--- src/bp_pkg.sv ---
package bp_pkg;

    // ==============================
    // Widths
    // ==============================
    localparam int addr_w = 30;   // Fetch address in words.
    localparam int bh_w   = 16;   // Global branch history.
    localparam int k_w    = 12;   // Folded pc tag.

    localparam int k_chunks = (addr_w + k_w - 1) / k_w;

    typedef logic [addr_w-1:0] addr_t;
    typedef logic [bh_w-1:0]   bh_t;
    typedef logic [k_w-1:0]    tag_t;

    // ==============================
    // Structs
    // ==============================
    typedef struct packed {
        logic  valid;
        tag_t  tag;
        addr_t target;
    } btb_entry_t;

    typedef struct packed {
        addr_t npc;
        logic  taken;
        logic  hit;
        bh_t   bh;      // History used for the lookup, returned on update.
    } bp_pred_t;

    typedef struct packed {
        addr_t pc;
        bh_t   bh;
        addr_t target;  // Resolved next pc.
        logic  taken;   // Actual outcome.
    } bp_update_t;

    // XOR of the pc in k_w-bit chunks; the top chunk is zero-padded.
    function automatic tag_t bp_fold_tag(input addr_t pc);
        logic [k_chunks*k_w-1:0] padded;
        tag_t acc;
        padded = (k_chunks*k_w)'(pc);
        acc = '0;
        for (int i = 0; i < k_chunks; i++) begin
            acc = acc ^ padded[i*k_w +: k_w];
        end
        return acc;
    endfunction

endpackage

--- src/ghr.sv ---
`timescale 1ns/100ps

module ghr (
    input  logic        clk,
    input  logic        rst_n,
    input  logic        stall,
    input  logic        query_valid,
    input  logic        update_en,
    input  logic        update_taken,
    output bp_pkg::bh_t history,
    output bp_pkg::bh_t history_q
);

    import bp_pkg::*;

    logic accept;

    assign accept = query_valid && !stall;

    // ==============================
    // Resolved outcome history
    // ==============================
    always_ff @(posedge clk) begin
        if (!rst_n) begin
            history <= '0;
        end else if (update_en) begin
            history <= {history[bh_w-2:0], update_taken};   // Newest at the LSB.
        end
    end

    // ==============================
    // Snapshot per accepted query
    // ==============================
    // Taken before any same-cycle shift, so it matches the index used.
    always_ff @(posedge clk) begin
        if (!rst_n) begin
            history_q <= '0;
        end else if (accept) begin
            history_q <= history;
        end
    end

endmodule

--- config.mk ---
export PLATFORM = sky130hd
export DESIGN_NAME = ghr
export DESIGN_NICKNAME = d
export VERILOG_FILES = /design/src/bp_pkg.sv /design/src/ghr.sv
export SDC_FILE = /design/constraint.sdc
export NUM_CORES = 1
export LEC_CHECK = 0
export ABC_AREA = 0
export BUFFER_PORTS_ARGS = -buffer_cell sky130_fd_sc_hd__buf_4
export CELL_PAD_IN_SITES_DETAIL_PLACEMENT = 0
export CELL_PAD_IN_SITES_GLOBAL_PLACEMENT = 1
export CORE_ASPECT_RATIO = 1.75
export CORE_MARGIN = 5
export CORE_UTILIZATION = 38
export CTS_CLUSTER_SIZE = 30
export DETAILED_ROUTE_END_ITERATION = 16
export PLACE_DENSITY_LB_ADDON = 0.08
export SYNTH_ARGS = -nofsm -noshare
export SYNTH_HDL_FRONTEND = slang
export SYNTH_SLANG_ARGS = --single-unit
export TNS_END_PERCENT = 10
--- constraint.sdc ---
create_clock -name clk -period 1.1 [get_ports clk]
set_input_delay 0.22 -clock clk [delete_from_list [all_inputs] [get_ports clk]]
set_output_delay 0.22 -clock clk [all_outputs]
set_load 0.005 [all_outputs]
Word-level counts from Yosys, hierarchy flattened:

Index checks and enable logic that the tools add are counted.

* input bits: 6
* flip-flop bits (word level): 32
* word-level logic and storage cells: 4

* reductions and logical operators: 2

Operators by type and width (count)
* $logic_and 1x1->1: 1
* $logic_not 1->1: 1

Longest topological paths before layout:

* depth after elaboration: 2
* gate-level depth with buffers: 4
* gate-level depth less buffers: 2

Least setup slack after synthesis:

OpenSTA, ideal clock, no wires.

* path type: input to register
* from: in query_valid
* to: reg history_q[10]
* cell stages on the path: 4
* arrival time: 761 ps
* setup time: 72 ps
* slack: 267 ps
* path through: nor2b_4 -> buf_6 -> buf_12 -> mux2i_1

* longest elaborated chain between the ends: 1

RTL lines
* from (decl): RTL line ghr.sv:7 `input logic query_valid,`
* $logic_and 1x1->1: RTL line ghr.sv:18 `assign accept = query_valid && !stall;`
* to (signal assigned): RTL line ghr.sv:39 `history_q <= history;`
* to (decl): RTL line ghr.sv:11 `output bp_pkg::bh_t history_q`

Every way passes these cells.
A chain may end at the register's enable or synchronous reset.

Worst setup path in the final report:

* from: reg history[0]
* to: out history[0]

RTL lines
* from (decl): RTL line ghr.sv:10 `output bp_pkg::bh_t history,`
* from (signal assigned): RTL line ghr.sv:27 `history <= {history[bh_w-2:0], update_taken};`

No word-level cell between the ends.

==> implementation parameters <==
Parameter                              Value

Status
  Status    finished clean

Timing
  Setup TNS after final layout    0 ns
  Final hold violations    0
  Hold Worst Slack    0.226 ns
  Post-Route Skew    between 0.002 and 0.003 ns
  Slew at the pin closest to its max-slew limit    0.408 ns
  Unrepaired setup endpoints after global routing    false
  Period Utilization, post-route    92.7%
  Rel. slew slack    72.8%
  Number of setup violations in the final report    0
  Final critical-path required period    1.02 ns
  Maximum clock frequency    0.980 GHz
  Max-slew violation count    0

Synthesis
  Top cell type's share of synthesized area    between 40% and 50%
  Yosys synthesis warning count    0
  Sequential area share after synthesis    between 40% and 50%
  Post-synthesis register bit count    32
  Largest area contributor in the synthesized netlist    dfxtp_1
  Syn nets    128
  Synth top area cells    dfxtp_1 (50%), mux2i_1 (25%), nand2_1 (9.3%)
  Post-synthesis cell type count    10
  Netlist Area Pre-Place    approximately 1300 um2
  Cells after synthesis    around 120
  Mean cell area of the mapped netlist    10.6 um2

Pwr
  Clock share of power    between 40% and 50%
  P_sw    0.466 mW
  Design internal power    1.74 mW
  Worst-case vdd ir drop    0.00111 V
  Power per cell area    1340 nW/um2
  Switching Share    21.1%
  Pleak    0.700 nW
  Combinational share of power    under 10%
  Proportion of power drawn by flip-flops and latches    53.2%
  Post-layout power    2.20 mW

Critical path
  Worst path bufs/invs    1
  Crit path cell chain    buf_4
  Startpoint types    flip-flop
  Kind of capture point of the worst setup path    primary output
  Largest stage delay on the critical path    0.39 ns
  Slowest CP cell    dfxtp_1
  Cell class contributing the biggest share of worst-path delay    flip-flops
  Critical path data required time    slightly below 0.9 ns
  Arrival @ worst endpoint    roughly 0.8 ns
  Worst Setup Path Type    reg2out
  Largest driver fanout on the critical path    4

Cells and area
  Total area of sequential cells    641 um2
  Final Instance Area    about 1600 um2
  Commonest cells after routing, fill and taps aside    buf_4 (37), mux2i_1 (32), nand2_1 (32), dfxtp_1 (32), nor2b_1 (16)
  Synth-to-layout area growth    27.1%
  Most common library cell in the layout ignoring fill and taps    buf_4
  Fill cells    342
  Post-layout instance count excluding filler cells    204
  Multi-input logic area    554 um2
  Ratio of cells with drive above 1 in the final layout    between 20 and 30%
  Antenna diode instance count    0
  Net count reported at finish    approximately 160

Clock tree
  Clock latency at the later pin of the worst-skew pair    0.27 ns
  CTS sink cnt    32
  H-Tree Level Count    2
  Clock root buffer    clkbuf_8
  Total setup buffers inserted after CTS    0
  Number of buffers added to fix hold violations after cts    0
  Clock tree from TritonCTS    built
  Clock slew at the register clock pins of the worst setup and hold paths    0.06 ns
  Clk buf depth    2
  Cts repair resizes    0
  CTS Buf Count    5

Floorplanning
  Starting density of the core    38.8%
  Die height    87.1 um
  Area of the die    4710 um2
  # rows    28
  I/O pins    38
  Overall die width    54.0 um
  Core Box Area    3330 um2

Global routing
  GRT overflow    0
  Antenna violations before repair    0
  First-pass GRT wire length    3990 um
  Total global routing track utilization    11.7%
  Number of global-route vias before repair    838
  Maximum number of pins on one net before global-route repair    49

Route
  Violation count after the first detailed-route iteration    9
  Routed Wire Length    2500 um
  Routed wirelength normalized by instance count    12.2 um
  Post-route ant nets    0
  Drt drc    0
  Number of detailed-route iterations in the first pass    3
  Vias after detailed routing    883
  Post-detailed-route via-to-cell ratio    4.33

Placed design
  Post-detailed-placement cell area    ~1500 um2
  Instance count after placement with tap cells included    196
  Routability cong.    0.608
  Count of input and output buffers    37
  HPWL reported at the end of detailed placement    around 1700 um

Hold path
  HP Class    in2reg

Job
  Max-cap violation count    0
registers in the layout (all words and copies together), names as in the netlist:
signal and count:
history_q 16, history 16
synth_stat cells:
library cell  instances
nor2b_4               1
nor2b_1              16
clkbuf_1              2
buf_4                 1
nand2_1              32
buf_6                 4
dfxtp_1              32
buf_12                1
buf_8                 1
mux2i_1              32
cell families after synthesis:
kind of cell	share of synthesized area, %
buffers and inverters	7.37
muxes	24.8
DFF	49.7
and+or+nand+nor	18.1
layer usage:
metal	global-route usage [%]	share of wire, %	wire, um	vias to the layer above
li1	-	-	-	465
met2	18.1	51	1280	21
met3	4.29	4.7	118	2
met5	0	0	0	-
met1	13.6	43	1080	395
met4	6.12	0.92	23	0
metrics by stage:
step	utilization [%]	worst slack, ns
after CTS	49.2	0.0570
final	49.2	0.0801
after detailed placement	46.5	0.161
after floorplan	-	0.267
after global placement	46.5	0.194
after global routing	49.2	0.0296
layout make-up:
class | instances | area share, %
clock buffer | 8 | 5.50
multi-input combinational | 81 | 33.8
sequential | 32 | 39.1
tap | 45 | 3.44
timing repair buffer | 38 | 18.2
final timing paths:
kind                                                start                         to  slack, ns  cells past startpoint
worst max register to register    history[7]$_SDFFE_PN0P_    history[7]$_SDFFE_PN0P_       0.42                      2
worst min register to register  history_q[5]$_SDFFE_PN0P_  history_q[5]$_SDFFE_PN0P_       0.46                      2
worst min-delay path                         update_taken    history[0]$_SDFFE_PN0P_       0.23                      3
worst max-delay path              history[0]$_SDFFE_PN0P_                 history[0]       0.08                      1
power groups by stage:
stage	sequential (mW)	clock, mW	combinational [mW]
after floorplan	1.20	0	0.111
after global placement	1.20	0	0.123
after detailed placement	1.20	0	0.125
after CTS	1.17	0.935	0.125
after global routing	1.17	0.996	0.133
final	1.17	0.907	0.124
Power figures use the tool's default switching activity.
